==> src/verilog/isa_pkg.sv <==
package isa_pkg;

  typedef enum logic [2:0] {
    ADD  = 3'd0,
    SUB  = 3'd1,
    AND  = 3'd2,
    XOR  = 3'd3,
    ADDI = 3'd4,
    MUL  = 3'd5
  } opcode_e;

  // Register 0 always reads zero
  typedef logic [3:0] reg_idx_t;

  // imm is sign-extended and used by ADDI only
  typedef struct packed {
    opcode_e     opcode;
    reg_idx_t    dest;
    reg_idx_t    src1;
    reg_idx_t    src2;
    logic [15:0] imm;
  } instr_t;

endpackage
==> src/verilog/core_pkg.sv <==
package core_pkg;

  import isa_pkg::*;

  // Width of every value carried on the CDB
  localparam int CDB_XLEN = 32;

  typedef logic [2:0] rob_tag_t;

  typedef struct packed {
    logic                valid;
    rob_tag_t            tag;
    logic [CDB_XLEN-1:0] value;
  } cdb_t;

  typedef struct packed {
    logic                busy;
    opcode_e             opcode;
    rob_tag_t            dest_tag;
    logic [CDB_XLEN-1:0] op1;
    logic [CDB_XLEN-1:0] op2;
    logic                op1_ready;
    logic                op2_ready;
    rob_tag_t            op1_tag;
    rob_tag_t            op2_tag;
  } rs_entry_t;

  typedef struct packed {
    logic                valid;
    reg_idx_t            dest;
    logic [CDB_XLEN-1:0] value;
  } commit_t;

  typedef enum logic [1:0] {
    FREE    = 2'd0,
    PENDING = 2'd1,
    DONE    = 2'd2
  } rob_state_e;

  function automatic logic rs_ready(rs_entry_t e);
    return e.busy && e.op1_ready && e.op2_ready;
  endfunction

  // Operand capture from a CDB broadcast
  function automatic rs_entry_t rs_wakeup(rs_entry_t e, cdb_t c);
    rs_entry_t r;
    r = e;
    if (c.valid && e.busy && !e.op1_ready && e.op1_tag == c.tag) begin
      r.op1       = c.value;
      r.op1_ready = 1'b1;
    end
    if (c.valid && e.busy && !e.op2_ready && e.op2_tag == c.tag) begin
      r.op2       = c.value;
      r.op2_ready = 1'b1;
    end
    return r;
  endfunction

endpackage

==> src/verilog/instr_dispatch.sv <==
`timescale 1ns/100ps

module instr_dispatch
  import isa_pkg::*;
  import core_pkg::*;
(
  input  logic                     clk,
  input  logic                     reset,
  input  logic                     issue_valid,
  input  instr_t                   issue_instr,
  output logic                     stall,
  output reg_idx_t [1:0]           rf_src,
  input  logic [1:0][CDB_XLEN-1:0] rf_value,
  input  rob_tag_t [1:0]           rf_tag,
  input  logic [1:0]               rf_renamed,
  output logic                     rob_alloc,
  output reg_idx_t                 alloc_dest,
  input  rob_tag_t                 rob_alloc_tag,
  input  logic                     rob_full,
  output logic                     rename_valid,
  output rob_tag_t [1:0]           rob_query_tag,
  input  logic [1:0]               rob_query_done,
  input  logic [1:0][CDB_XLEN-1:0] rob_query_value,
  input  cdb_t                     cdb,
  output logic                     alu_load,
  output logic                     mult_load,
  output rs_entry_t                rs_entry,
  input  logic                     alu_full,
  input  logic                     mult_full
);

  logic                     use_mult;
  logic                     accept;
  logic [1:0][CDB_XLEN-1:0] op_value;
  logic [1:0]               op_ready;

  assign use_mult = issue_instr.opcode == MUL;
  assign stall    = issue_valid && (rob_full || (use_mult ? mult_full : alu_full));
  assign accept   = issue_valid && !stall;

  assign rf_src        = {issue_instr.src2, issue_instr.src1};
  assign rob_query_tag = rf_tag;
  assign rob_alloc     = accept;
  assign alloc_dest    = issue_instr.dest;
  // r0 keeps no rename tag but its result still retires through the ROB
  assign rename_valid  = accept && issue_instr.dest != '0;

  // Operand comes from the register file, a finished ROB entry or this cycle's broadcast
  always_comb begin
    for (int i = 0; i < 2; i++) begin
      op_value[i] = rf_value[i];
      op_ready[i] = 1'b1;
      if (rf_renamed[i]) begin
        if (rob_query_done[i]) begin
          op_value[i] = rob_query_value[i];
        end else if (cdb.valid && cdb.tag == rf_tag[i]) begin
          op_value[i] = cdb.value;
        end else begin
          op_ready[i] = 1'b0;
        end
      end
    end
  end

  always_comb begin
    rs_entry.busy      = 1'b1;
    rs_entry.opcode    = issue_instr.opcode;
    rs_entry.dest_tag  = rob_alloc_tag;
    rs_entry.op1       = op_value[0];
    rs_entry.op1_ready = op_ready[0];
    rs_entry.op1_tag   = rf_tag[0];
    rs_entry.op2       = op_value[1];
    rs_entry.op2_ready = op_ready[1];
    rs_entry.op2_tag   = rf_tag[1];
    if (issue_instr.opcode == ADDI) begin
      rs_entry.op2       = {{(CDB_XLEN - 16){issue_instr.imm[15]}}, issue_instr.imm};
      rs_entry.op2_ready = 1'b1;
    end
  end

  assign alu_load  = accept && !use_mult;
  assign mult_load = accept && use_mult;

  a_one_unit: assert property (@(posedge clk) disable iff (reset)
    accept |-> $onehot({alu_load, mult_load}));

endmodule

==> config.mk <==
export PLATFORM = sky130hd
export DESIGN_NAME = instr_dispatch
export DESIGN_NICKNAME = d
export VERILOG_FILES = /design/src/verilog/isa_pkg.sv /design/src/verilog/core_pkg.sv /design/src/verilog/instr_dispatch.sv
export SDC_FILE = /design/constraint.sdc
export NUM_CORES = 1
export LEC_CHECK = 0
export ABC_AREA = 1
export BUFFER_PORTS_ARGS = -buffer_cell sky130_fd_sc_hd__buf_2
export CORE_AREA = 2 2 124 126
export DETAILED_ROUTE_END_ITERATION = 8
export DIE_AREA = 0 0 126 128
export GPL_ROUTABILITY_DRIVEN = 1
export SYNTH_ARGS = -nofsm -noshare
export SYNTH_HDL_FRONTEND = slang
export SYNTH_SLANG_ARGS = --single-unit
==> constraint.sdc <==
create_clock -name vclk -period 2.2
set_input_delay 0.22 -clock vclk [all_inputs]
set_output_delay 0.22 -clock vclk [all_outputs]
set_load 0.02 [all_outputs]
# Yosys cells after proc, flatten, opt, wreduce, memory -nomap -nowiden
# Cells that the tools add are included.
[classes] add_sub_neg=0 multipliers=0 div_mod_pow=0 magnitude_cmp=0 eq_ne=4 shift=0 n_mux=15 bitwise=0 reduce_logical=11
[op_table] cell="$mux W32" n=7
[op_table] cell="$mux W1" n=8
[op_table] cell="$logic_and A1 B1 Y1" n=7
[op_table] cell="$eq A3 B3 Y1" n=2
[op_table] cell="$eq A3 B3 Y1 const B" n=2
[op_table] cell="$reduce_bool A4 Y1" n=1
[op_table] cell="$logic_not A1 Y1" n=2
[op_table] cell="$logic_or A1 B1 Y1" n=1
[word_totals] regBits=0 latchBits=0 mem_bits_rw=0 romBits=0 out_inout_bits=102 mem_count=0

# Logic depth before layout (Yosys ltp)
# Gate-level depths: netlist of run 1.
[logic_depth] word_depth=7 mapped_depth=11

# Worst setup path before layout of run 1
# No wires, ideal clock.
[synth_timing] path_type="input -> output" startpoint="input rf_renamed[1]" endpoint="output rs_entry[13] (netlist name)" t_arrival_ps=1217 slack_ps=763 stages=6 path_cell_list="buf_4 -> nand2_1 -> inv_2 -> clkbuf_1 -> a221oi_1 -> a21oi_1"
[synth_lines] element="from (decl)" line_no="instr_dispatch.sv:15" source="input logic [1:0] rf_renamed,"
[synth_lines] element="to (decl)" line_no="instr_dispatch.sv:27" source="output rs_entry_t rs_entry,"

==> key figures, run 1 <==
Run status
  • Status: completed

Synthesis
  • Register area share after synthesis: 0%
  • Gate Count Post-Synth: between 600 and 700
  • Syn nets: about 860
  • Top cell type's share of synthesized area: a little under a quarter
  • Largest area contributor in the netlist: nand2_1
  • Synth Warn #: 0
  • Top area cells in the synthesized netlist: nand2_1 23%, inv_1 15%, nand3_1 13%
  • Synth Area per Inst: 4.82 um2
  • Post-synth design cell area: between 0.003 and 0.004 mm2
  • Synth cell types: 25

Min path
  • Worst Hold Path EP: rf_src[0]
  • Worst Hold Launch: issue_instr[20]
  • Min-Delay Path Depth: 0
  • Hold Path Class: input pin to primary output

Cells and area
  • Most common cell after layout, fill and taps aside: buf_2
  • CLK BUF: 0
  • Multi-input logic area: 0.00216 mm2
  • Finished layout cell area: between 0.004 and 0.005 mm2
  • P&R area growth vs syn: 43.2%
  • Fill count: between 1500 and 2000
  • # nets final: 1093
  • Post-layout util: approximately 30%
  • Register Area: 0 um2
  • N_diodes: 0
  • Layout cells sized above 1: 36.3%
  • Most frequent cells in the layout: 291 x buf_2, 186 x nand2_1, 122 x inv_1
  • Sequential cells: 0

STA
  • PnR worst setup slack: ~0.32 ns
  • Max-slew headroom: 60.4%
  • Max-slew violations: 0
  • Final hold violations: 0
  • Setup TNS: 0 ns
  • Crit share post-route: 85.6%
  • Slew @ Worst Pin: between 0.5 and 0.6 ns
  • Final Critical Period: around 1.9 ns
  • Max Clock Freq: around 530 MHz
  • Final setup violation count: 0
  • RSZ-0062 raised after global routing: false

Place
  • RePlAce Congestion: 0.832
  • DP Worst Slack: around 0.29 ns
  • Placed cell area: 0.00446 mm2
  • HPWL after DPL: approximately 13000 um
  • Port buffer count: between 200 and 300

Setup path
  • Crit. End Element: primary output
  • Critical Path AT: between 1.5 and 2 ns
  • Worst path required time: 1.98 ns
  • CP Max Fanout: 35
  • WS Path Type: input pin to primary output
  • Worst setup SP type: input pin

Global routing
  • Global-route wire length before repair: ~22000 um
  • Grt ovf: 0
  • Gr usage total: between 10% and 20%
  • Vias in the first global route: around 4100
  • Initial antenna violation count: 1
  • Largest net degree at the start of global routing: between 60 and 70

Clocking
  • Resized cells post-CTS: 0
  • Number of setup buffers added after CTS: 0
  • Hold Buf Count CTS: 0

Floorplanning
  • Initial core utilization: roughly a fifth
  • Die area: about 0.016 mm2
  • Die Ht: between 100 and 150 um
  • I/O Pins: roughly 320
  • Placeable Area: between 0.01 and 0.015 mm2
  • Cell row count: 45
  • Die width: 126 um

Route
  • ANT nets after route: 0
  • Vias: about 4700
  • DR iter-0 viols: 228
  • Remaining routing DRC violations: 0
  • Drt total wl: about 15000 um
  • DR WL/cell: 13.8 um
  • Via/cell ratio: between 4 and 5
  • DRT Pass-1 Iters: 4

Power and ir drop
  • P per Cell Area: about 240 mW/mm2
  • LEAKAGE: roughly 2.9 nW
  • Pwr Total: around 1.1 mW
  • Max VDD drop: roughly 0.00011 V

Flow run
  • Max Cap Viol: 0
through the flow:
stage	std cells	hold WS, ns
after global routing	1065	0.440
after floorplan	645	0.553
after global placement	1065	0.440
after detailed placement	1065	0.440
final	1065	0.440
after CTS	1065	0.440
power breakdown:
part | total (mW) | internal (mW) | switching, mW | leakage (nW)
Clock | 0 | 0 | 0 | 0
Sequential | 0 | 0 | 0 | 0
Combinational | 1.05 | 0.405 | 0.646 | 2.87
critical path, stage by stage:
cell and delay [ns]:
buf_2 0.09, inv_1 0.06, nand2_1 0.05, nand2_1 0.07, nor2_4 0.27, nand2_4 0.28, nand2_1 0.13, nand3_1 0.07
nand2_1 0.06, nand2_1 0.05, nand2_1 0.10, buf_2 0.19
Yosys cell counts (13+ instances only):
cell type and count:
a21oi_1 14, a221oi_1 14, buf_2 17, buf_4 37, clkbuf_1 13, inv_1 122
nand2_1 187, nand3_1 80, nand3b_1 14, nor2_1 38, o211ai_1 16, o21ai_0 50
o21bai_1 18
worst max-delay path by stage:
| stage | from | endpoint | slack, ns | depth (start not counted) |
|---|---|---|---|---|
| floorplan | rf_renamed[1] | rs_entry[13] | 0.76 | 6 |
| global placement | cdb[33] | rs_entry[39] | 0.26 | 12 |
| detailed placement | cdb[33] | rs_entry[39] | 0.29 | 12 |
| CTS | cdb[33] | rs_entry[39] | 0.28 | 12 |
| global route | cdb[33] | rs_entry[31] | 0.11 | 12 |
| finish | cdb[33] | rs_entry[39] | 0.32 | 12 |
cell type report:
type / instances / area share [%]
multi-input combinational: 444 / 48.4
timing repair buffer: 307 / 35.7
inverter: 126 / 10.6
tap: 188 / 5.28
per-layer routing:
metal | wire length, um | global-route usage, % | vias to the layer above
li1 | - | - | 2462
met1 | 6920 | 23.9 | 2063
met2 | 6700 | 27.7 | 175
met3 | 910 | 2.00 | 14
met4 | 148 | 1.49 | 2
met5 | 13 | 0 | -
logic make-up (layout without fill, tap and decap cells):
logic type	Yosys count	in the layout	synth area share, %
AOI/OAI and AO/OA	115	115	22.9
xor gates and xnor gates	1	1	0.282
buffers and inverters	201	433	30.9
other	1	1	0.121
and+or+nand+nor	327	327	45.8
(Power assumes the default switching activity.)
==> run 2: changes to the inputs <==
--- a/config.mk
+++ b/config.mk
@@ -11,6 +11,7 @@
 export DETAILED_ROUTE_END_ITERATION = 8
 export DIE_AREA = 0 0 126 128
 export GPL_ROUTABILITY_DRIVEN = 1
+export RECOVER_POWER = 25
 export SYNTH_ARGS = -nofsm -noshare
 export SYNTH_HDL_FRONTEND = slang
 export SYNTH_SLANG_ARGS = --single-unit
==> key figures, run 2 (same netlist as run 1, synthesis figures left out) <==
Cells and area
  • Most common cell after layout, fill and taps aside: buf_2
  • Post-layout util: 29.9% (-0.12 points)
  • Layout cells sized above 1: 34.7% (-1.6 points)
  • Sequential cells: 0 (unchanged)
  • CLK BUF: 0 (unchanged)
  • Fill count: 1774 (+0.45%)
  • Register Area: 0 um2 (unchanged)
  • Most frequent cells in the layout: 277 x buf_2, 186 x nand2_1, 122 x inv_1
  • # nets final: 1093 (unchanged)
  • N_diodes: 0 (unchanged)
  • Non-filler cells, final: 1065 (unchanged)
  • P&R area growth vs syn: 42.7%

Power and ir drop
  • Sequential Power Share: 0% (unchanged)
  • P per Cell Area: 236 mW/mm2 (+0.21%)
  • Clock power frac: 0% (unchanged)
  • Pwr Total: 1.05 mW (-0.18%)
  • Switching Fraction: 61.8% (+0.29 points)
  • Max VDD drop: 0.000111 V (+0.26%)
  • Net switching power: 648 uW (+0.29%)
  • LEAKAGE: 2.84 nW (-1.3%)
  • Logic pwr share: 100.0% (about the same)
  • Int Pwr: 401 uW (-0.93%)

Run status
  • Status: completed

Floorplanning
  • Initial core utilization: 20.9% (unchanged)
  • Die area: 0.0161 mm2 (unchanged)
  • Die Ht: 128 um (unchanged)
  • I/O Pins: 316 (unchanged)
  • Die width: 126 um (unchanged)
  • Placeable Area: 0.0149 mm2 (unchanged)
  • Cell row count: 45 (unchanged)

Setup path
  • Crit. End Element: primary output
  • CP Max Fanout: 35 (unchanged)
  • Worst path required time: 1.98 ns (about the same)
  • Critical Path AT: 1.68 ns (+0.02 ns)
  • Worst setup SP type: input pin
  • WS Path Type: input pin to primary output

Flow run
  • Max Cap Viol: 0 (unchanged)

STA
  • Max-slew violations: 0 (unchanged)
  • Max-slew headroom: 60.4% (+0.075 points)
  • Crit share post-route: 86.3% (+0.70 points)
  • Slew @ Worst Pin: 0.593 ns (-0.00112 ns)
  • Final hold violations: 0 (unchanged)
  • PnR worst setup slack: 0.302 ns (-0.0154 ns)
  • Final Critical Period: 1.90 ns (+0.0154 ns)
  • Final setup violation count: 0 (unchanged)
  • Setup TNS: 0 ns (unchanged)
  • Max Clock Freq: 527 MHz (-0.81%)
  • RSZ-0062 raised after global routing: false

Place
  • HPWL after DPL: 12500 um (unchanged)
  • RePlAce Congestion: 0.832 (unchanged)
  • Cells after DPL: 1065 (unchanged)
  • DP Worst Slack: 0.287 ns (unchanged)
  • Port buffer count: 291 (unchanged)

Route
  • Remaining routing DRC violations: 0 (unchanged)
  • Via/cell ratio: 4.43 (+0.11%)
  • DRT Pass-1 Iters: 4 (unchanged)
  • DR iter-0 viols: 214 (-6.1%)
  • Routed metal-1 wirelength: 6950 um (+0.40%)
  • Vias: 4721 (+0.11%)
  • Drt total wl: 14700 um (+0.32%)
  • Metal2 WL: 6640 um (-0.81%)
  • ANT nets after route: 0 (unchanged)
  • Top sig layer: met5
  • DR WL/cell: 13.8 um (+0.32%)
  • DR WL met3: 983 um (+8.0%)

Global routing
  • Largest net degree at the start of global routing: 65 (unchanged)
  • Vias in the first global route: 4145 (unchanged)
  • Grt ovf: 0 (unchanged)
  • Gr usage total: 16.6% (unchanged)
  • Initial antenna violation count: 1 (unchanged)
  • Global-route wire length before repair: 22000 um (unchanged)

Min path
  • Min-Delay Path Depth: 0 (unchanged)
  • Worst Hold Launch: issue_instr[20]
  • Worst Hold Path EP: rf_src[0]
  • Hold Path Class: input pin to primary output

Clocking
  • Resized cells post-CTS: 0 (unchanged)
  • Hold Buf Count CTS: 0 (unchanged)
  • Number of setup buffers added after CTS: 0 (unchanged)
## run 2: power groups by stage
stage	Clock, mW	Sequential (mW)	Combinational [mW]
after floorplan	0	0	0.673
final	0	0	1.05
after CTS	0	0	1.06
after global placement	0	0	1.05
after global routing	0	0	1.16
after detailed placement	0	0	1.06
## run 2: how the worst max path moves through the flow
stage / to / from / depth (start not counted)
final: rs_entry[39] / cdb[33] / 12
after global routing: rs_entry[31] / cdb[33] / 12
after CTS: rs_entry[39] / cdb[33] / 12
after detailed placement: rs_entry[39] / cdb[33] / 12
after global placement: rs_entry[39] / cdb[33] / 12
after floorplan: rs_entry[13] / rf_renamed[1] / 6
## run 2: metal layers
layer	up-vias	GRT usage [%]
li1	2463	-
met1	2056	23.9
met2	186	27.7
met3	14	2.00
met4	2	1.49
met5	-	0
## run 2: worst max-delay path, cell delays in order
cell and delay (ns):
buf_2 0.09, inv_1 0.06, nand2_1 0.05, nand2_1 0.07, nor2_4 0.27, nand2_4 0.29
nand2_1 0.14, nand3_1 0.07, nand2_1 0.06, nand2_1 0.05, nand2_1 0.10, buf_2 0.19
## run 2: metrics by stage
step / hold slack (ns) / cell area, um2
2_1_floorplan: 0.553 / 3110
3_3_place_gp: 0.440 / 4460
3_5_place_dp: 0.440 / 4460
4_1_cts: 0.440 / 4460
5_1_grt: 0.440 / 4440
6_report: 0.440 / 4440
## run 2: final cells by class
cell class | count | area, um2 | area share (%)
multi-input cells | 444 | 2160 | 48.6
inverters | 126 | 473 | 10.7
well taps | 188 | 235 | 5.30
repair buffers | 307 | 1570 | 35.4
==> run 3: changes to the inputs <==
--- a/config.mk
+++ b/config.mk
@@ -5,11 +5,11 @@
 export SDC_FILE = /design/constraint.sdc
 export NUM_CORES = 1
 export LEC_CHECK = 0
-export ABC_AREA = 1
+export ABC_AREA = 0
 export BUFFER_PORTS_ARGS = -buffer_cell sky130_fd_sc_hd__buf_2
-export CORE_AREA = 2 2 124 126
+export CORE_AREA = 2 2 122 124
 export DETAILED_ROUTE_END_ITERATION = 8
-export DIE_AREA = 0 0 126 128
+export DIE_AREA = 0 0 124 126
 export GPL_ROUTABILITY_DRIVEN = 1
 export RECOVER_POWER = 25
 export SYNTH_ARGS = -nofsm -noshare
==> key figures, run 3 <==
Place
  • RePlAce Congestion: 0.837 (+0.56%)
  • Port buffer count: 291 (unchanged)
  • HPWL after DPL: 9850 um (-21%)
  • Placed cell area: 0.00351 mm2 (-21%)

Cells and area
  • Most frequent cells in the layout: 277 x buf_2, 32 x or2_2, 32 x o221a_2
  • Fill count: 1630 (-8.1%)
  • # nets final: 749 (-31%)
  • Most common cell after layout, fill and taps aside: buf_2
  • Multi-input logic area: 0.00166 mm2 (-23%)
  • Post-layout util: 24.6% (-5.3 points)
  • Register Area: 0 um2 (unchanged)
  • CLK BUF: 0 (unchanged)
  • Finished layout cell area: 0.00352 mm2 (-21%)
  • Sequential cells: 0 (unchanged)
  • Layout cells sized above 1: 68.7% (+34 points)
  • N_diodes: 0 (unchanged)
  • P&R area growth vs syn: 73.3%

Setup path
  • Max incr delay on CP: 0.68 ns (+0.39 ns)
  • Worst setup SP type: input pin
  • Critical Path, Cell by Cell: buf_2 -> xnor2_1 -> and4_1 -> nor3_4 -> a221o_1 -> buf_2
  • Most numerous cell on the critical path: buf_2
  • CP Max Fanout: 16 (-54%)
  • Crit. End Element: primary output
  • Cell at the slowest stage of the critical path: nor3_4
  • Worst setup startpoint: cdb[32]
  • Worst path required time: 1.98 ns (about the same)
  • WS Path Type: input pin to primary output
  • Critical Path AT: 1.88 ns (+0.20 ns)
  • Worst Setup EP: rs_entry[30]

Synthesis
  • Synth Warn #: 0 (unchanged)
  • Top area cells in the synthesized netlist: o221a_2 18%, a221oi_1 13%, buf_4 12%
  • Post-synth top cells: 32 x buf_4, 32 x nor2_1, 32 x o221a_2, 32 x or2_2, 30 x a221oi_1
  • Register area share after synthesis: 0% (unchanged)
  • Syn nets: 500 (-42%)
  • Post-synth design cell area: 0.00203 mm2 (-35%)
  • Gate Count Post-Synth: 286 (-56%)
  • Top cell type's share of synthesized area: 17.8% (-4.8 points)
  • Largest area contributor in the netlist: o221a_2
  • Synth Area per Inst: 7.09 um2 (+47%)
  • Synth cell types: 36 (+44%)

Route
  • Vias: 3411 (-28%)
  • Via/cell ratio: 4.76 (+7.3%)
  • ANT nets after route: 0 (unchanged)
  • Drt total wl: 12000 um (-19%)
  • Remaining routing DRC violations: 0 (unchanged)
  • DR iter-0 viols: 155 (-28%)
  • DR WL/cell: 16.7 um (+21%)
  • DRT Pass-1 Iters: 4 (unchanged)

Global routing
  • Initial antenna violation count: 0 (-1)
  • Vias in the first global route: 3067 (-26%)
  • Global-route wire length before repair: 16600 um (-25%)
  • Grt ovf: 0 (unchanged)
  • Gr usage total: 13.5% (-3.1 points)
  • Largest net degree at the start of global routing: 27 (-58%)

STA
  • Setup TNS: 0 ns (unchanged)
  • Max Clock Freq: 476 MHz (-9.6%)
  • Slew @ Worst Pin: 0.786 ns (+0.193 ns)
  • Max-slew headroom: 47.4% (-13 points)
  • Final setup violation count: 0 (unchanged)
  • Final hold violations: 0 (unchanged)
  • RSZ-0062 raised after global routing: false
  • Crit share post-route: 95.4% (+9.1 points)
  • Final Critical Period: 2.10 ns (+0.201 ns)
  • Max-slew violations: 0 (unchanged)

Min path
  • Hold Path Class: input pin to primary output
  • Min-Delay Path Depth: 0 (unchanged)

Floorplanning
  • Die area: 0.0156 mm2 (-3.1%)
  • I/O Pins: 316 (unchanged)
  • Initial core utilization: 14.2% (-6.8 points)
  • Cell row count: 44 (-2.2%)
  • Placeable Area: 0.0143 mm2 (-3.7%)
  • Die width: 124 um (-1.6%)
  • Die Ht: 126 um (-1.6%)

Run status
  • Status: completed

Power and ir drop
  • Max VDD drop: 0.0000838 V (-25%)
  • LEAKAGE: 1.71 nW (-40%)
  • P per Cell Area: 258 mW/mm2 (+9.3%)

Clocking
  • Hold Buf Count CTS: 0 (unchanged)

Flow run
  • Max Cap Viol: 0 (unchanged)
-- run 3: cell types whose count changed after synthesis, sizes merged, moves of 17 or more --
cell    before  now
buf         62   38
o21bai      18    0
or2          0   32
a221o        0   17
nand3       80   29
inv        126    2
o21ai       53    2
nand2      188    4
o221a        0   32
-- run 3: layout make-up --
| cell class | count | share of cell area, % |
|---|---|---|
| Timing Repair Buffer | 308 | 46.0 |
| Multi-Input combinational cell | 223 | 47.3 |
| Tap cell | 184 | 6.55 |
| Inverter | 2 | 0.214 |
-- run 3: cell families after synthesis --
| group | share of synthesized area, % |
|---|---|
| XOR/XNOR | 2.59 |
| AND/OR/NAND/NOR | 32.2 |
| other | 0.185 |
| AO/OA/AOI/OAI | 45.5 |
| buffers and inverters | 18.5 |
| multiplexers | 0.987 |
-- run 3: repair_timing --
item                                    4_1_cts  5_1_grt
endpoints found under the setup margin        0       17
setup buffers                                 0        1
resized for setup                             0        1
-- run 3: worst max-delay path, delay by kind of cell --
kind                      cells  cell delay (ns)
AOI/OAI and AO/OA             1             0.26
xor gates and xnor gates      1             0.16
buffers and inverters         2             0.28
and+or+nand+nor               2             0.94
-- run 3: worst min-delay path by stage --
stage,end,start
2_1_floorplan,alloc_dest[0],issue_instr[24]
3_3_place_gp,rf_src[2],issue_instr[22]
3_5_place_dp,rf_src[2],issue_instr[22]
4_1_cts,rf_src[2],issue_instr[22]
5_1_grt,rf_src[5],issue_instr[17]
6_report,rf_src[1],issue_instr[21]
-- run 3: where the power goes --
group / switching, mW / internal, mW
clock: 0 / 0
sequential: 0 / 0
combinational: 0.503 / 0.405
total: 0.503 / 0.405
-- run 3: per-layer routing --
layer	track usage (%)	routed length (um)
met5	0	0
met4	0.859	62
met3	1.09	1120
met2	25.5	5970
met1	17.2	4820
-- run 3: through the flow --
step	instances	setup WS [ns]	power, mW	hold slack (ns)
6_report	717	0.101	0.908	0.440
2_1_floorplan	286	0.440	0.551	0.553
4_1_cts	716	0.0316	0.915	0.440
3_3_place_gp	716	0.0216	0.910	0.440
5_1_grt	717	0.00399	0.981	0.440
3_5_place_dp	716	0.0327	0.913	0.440
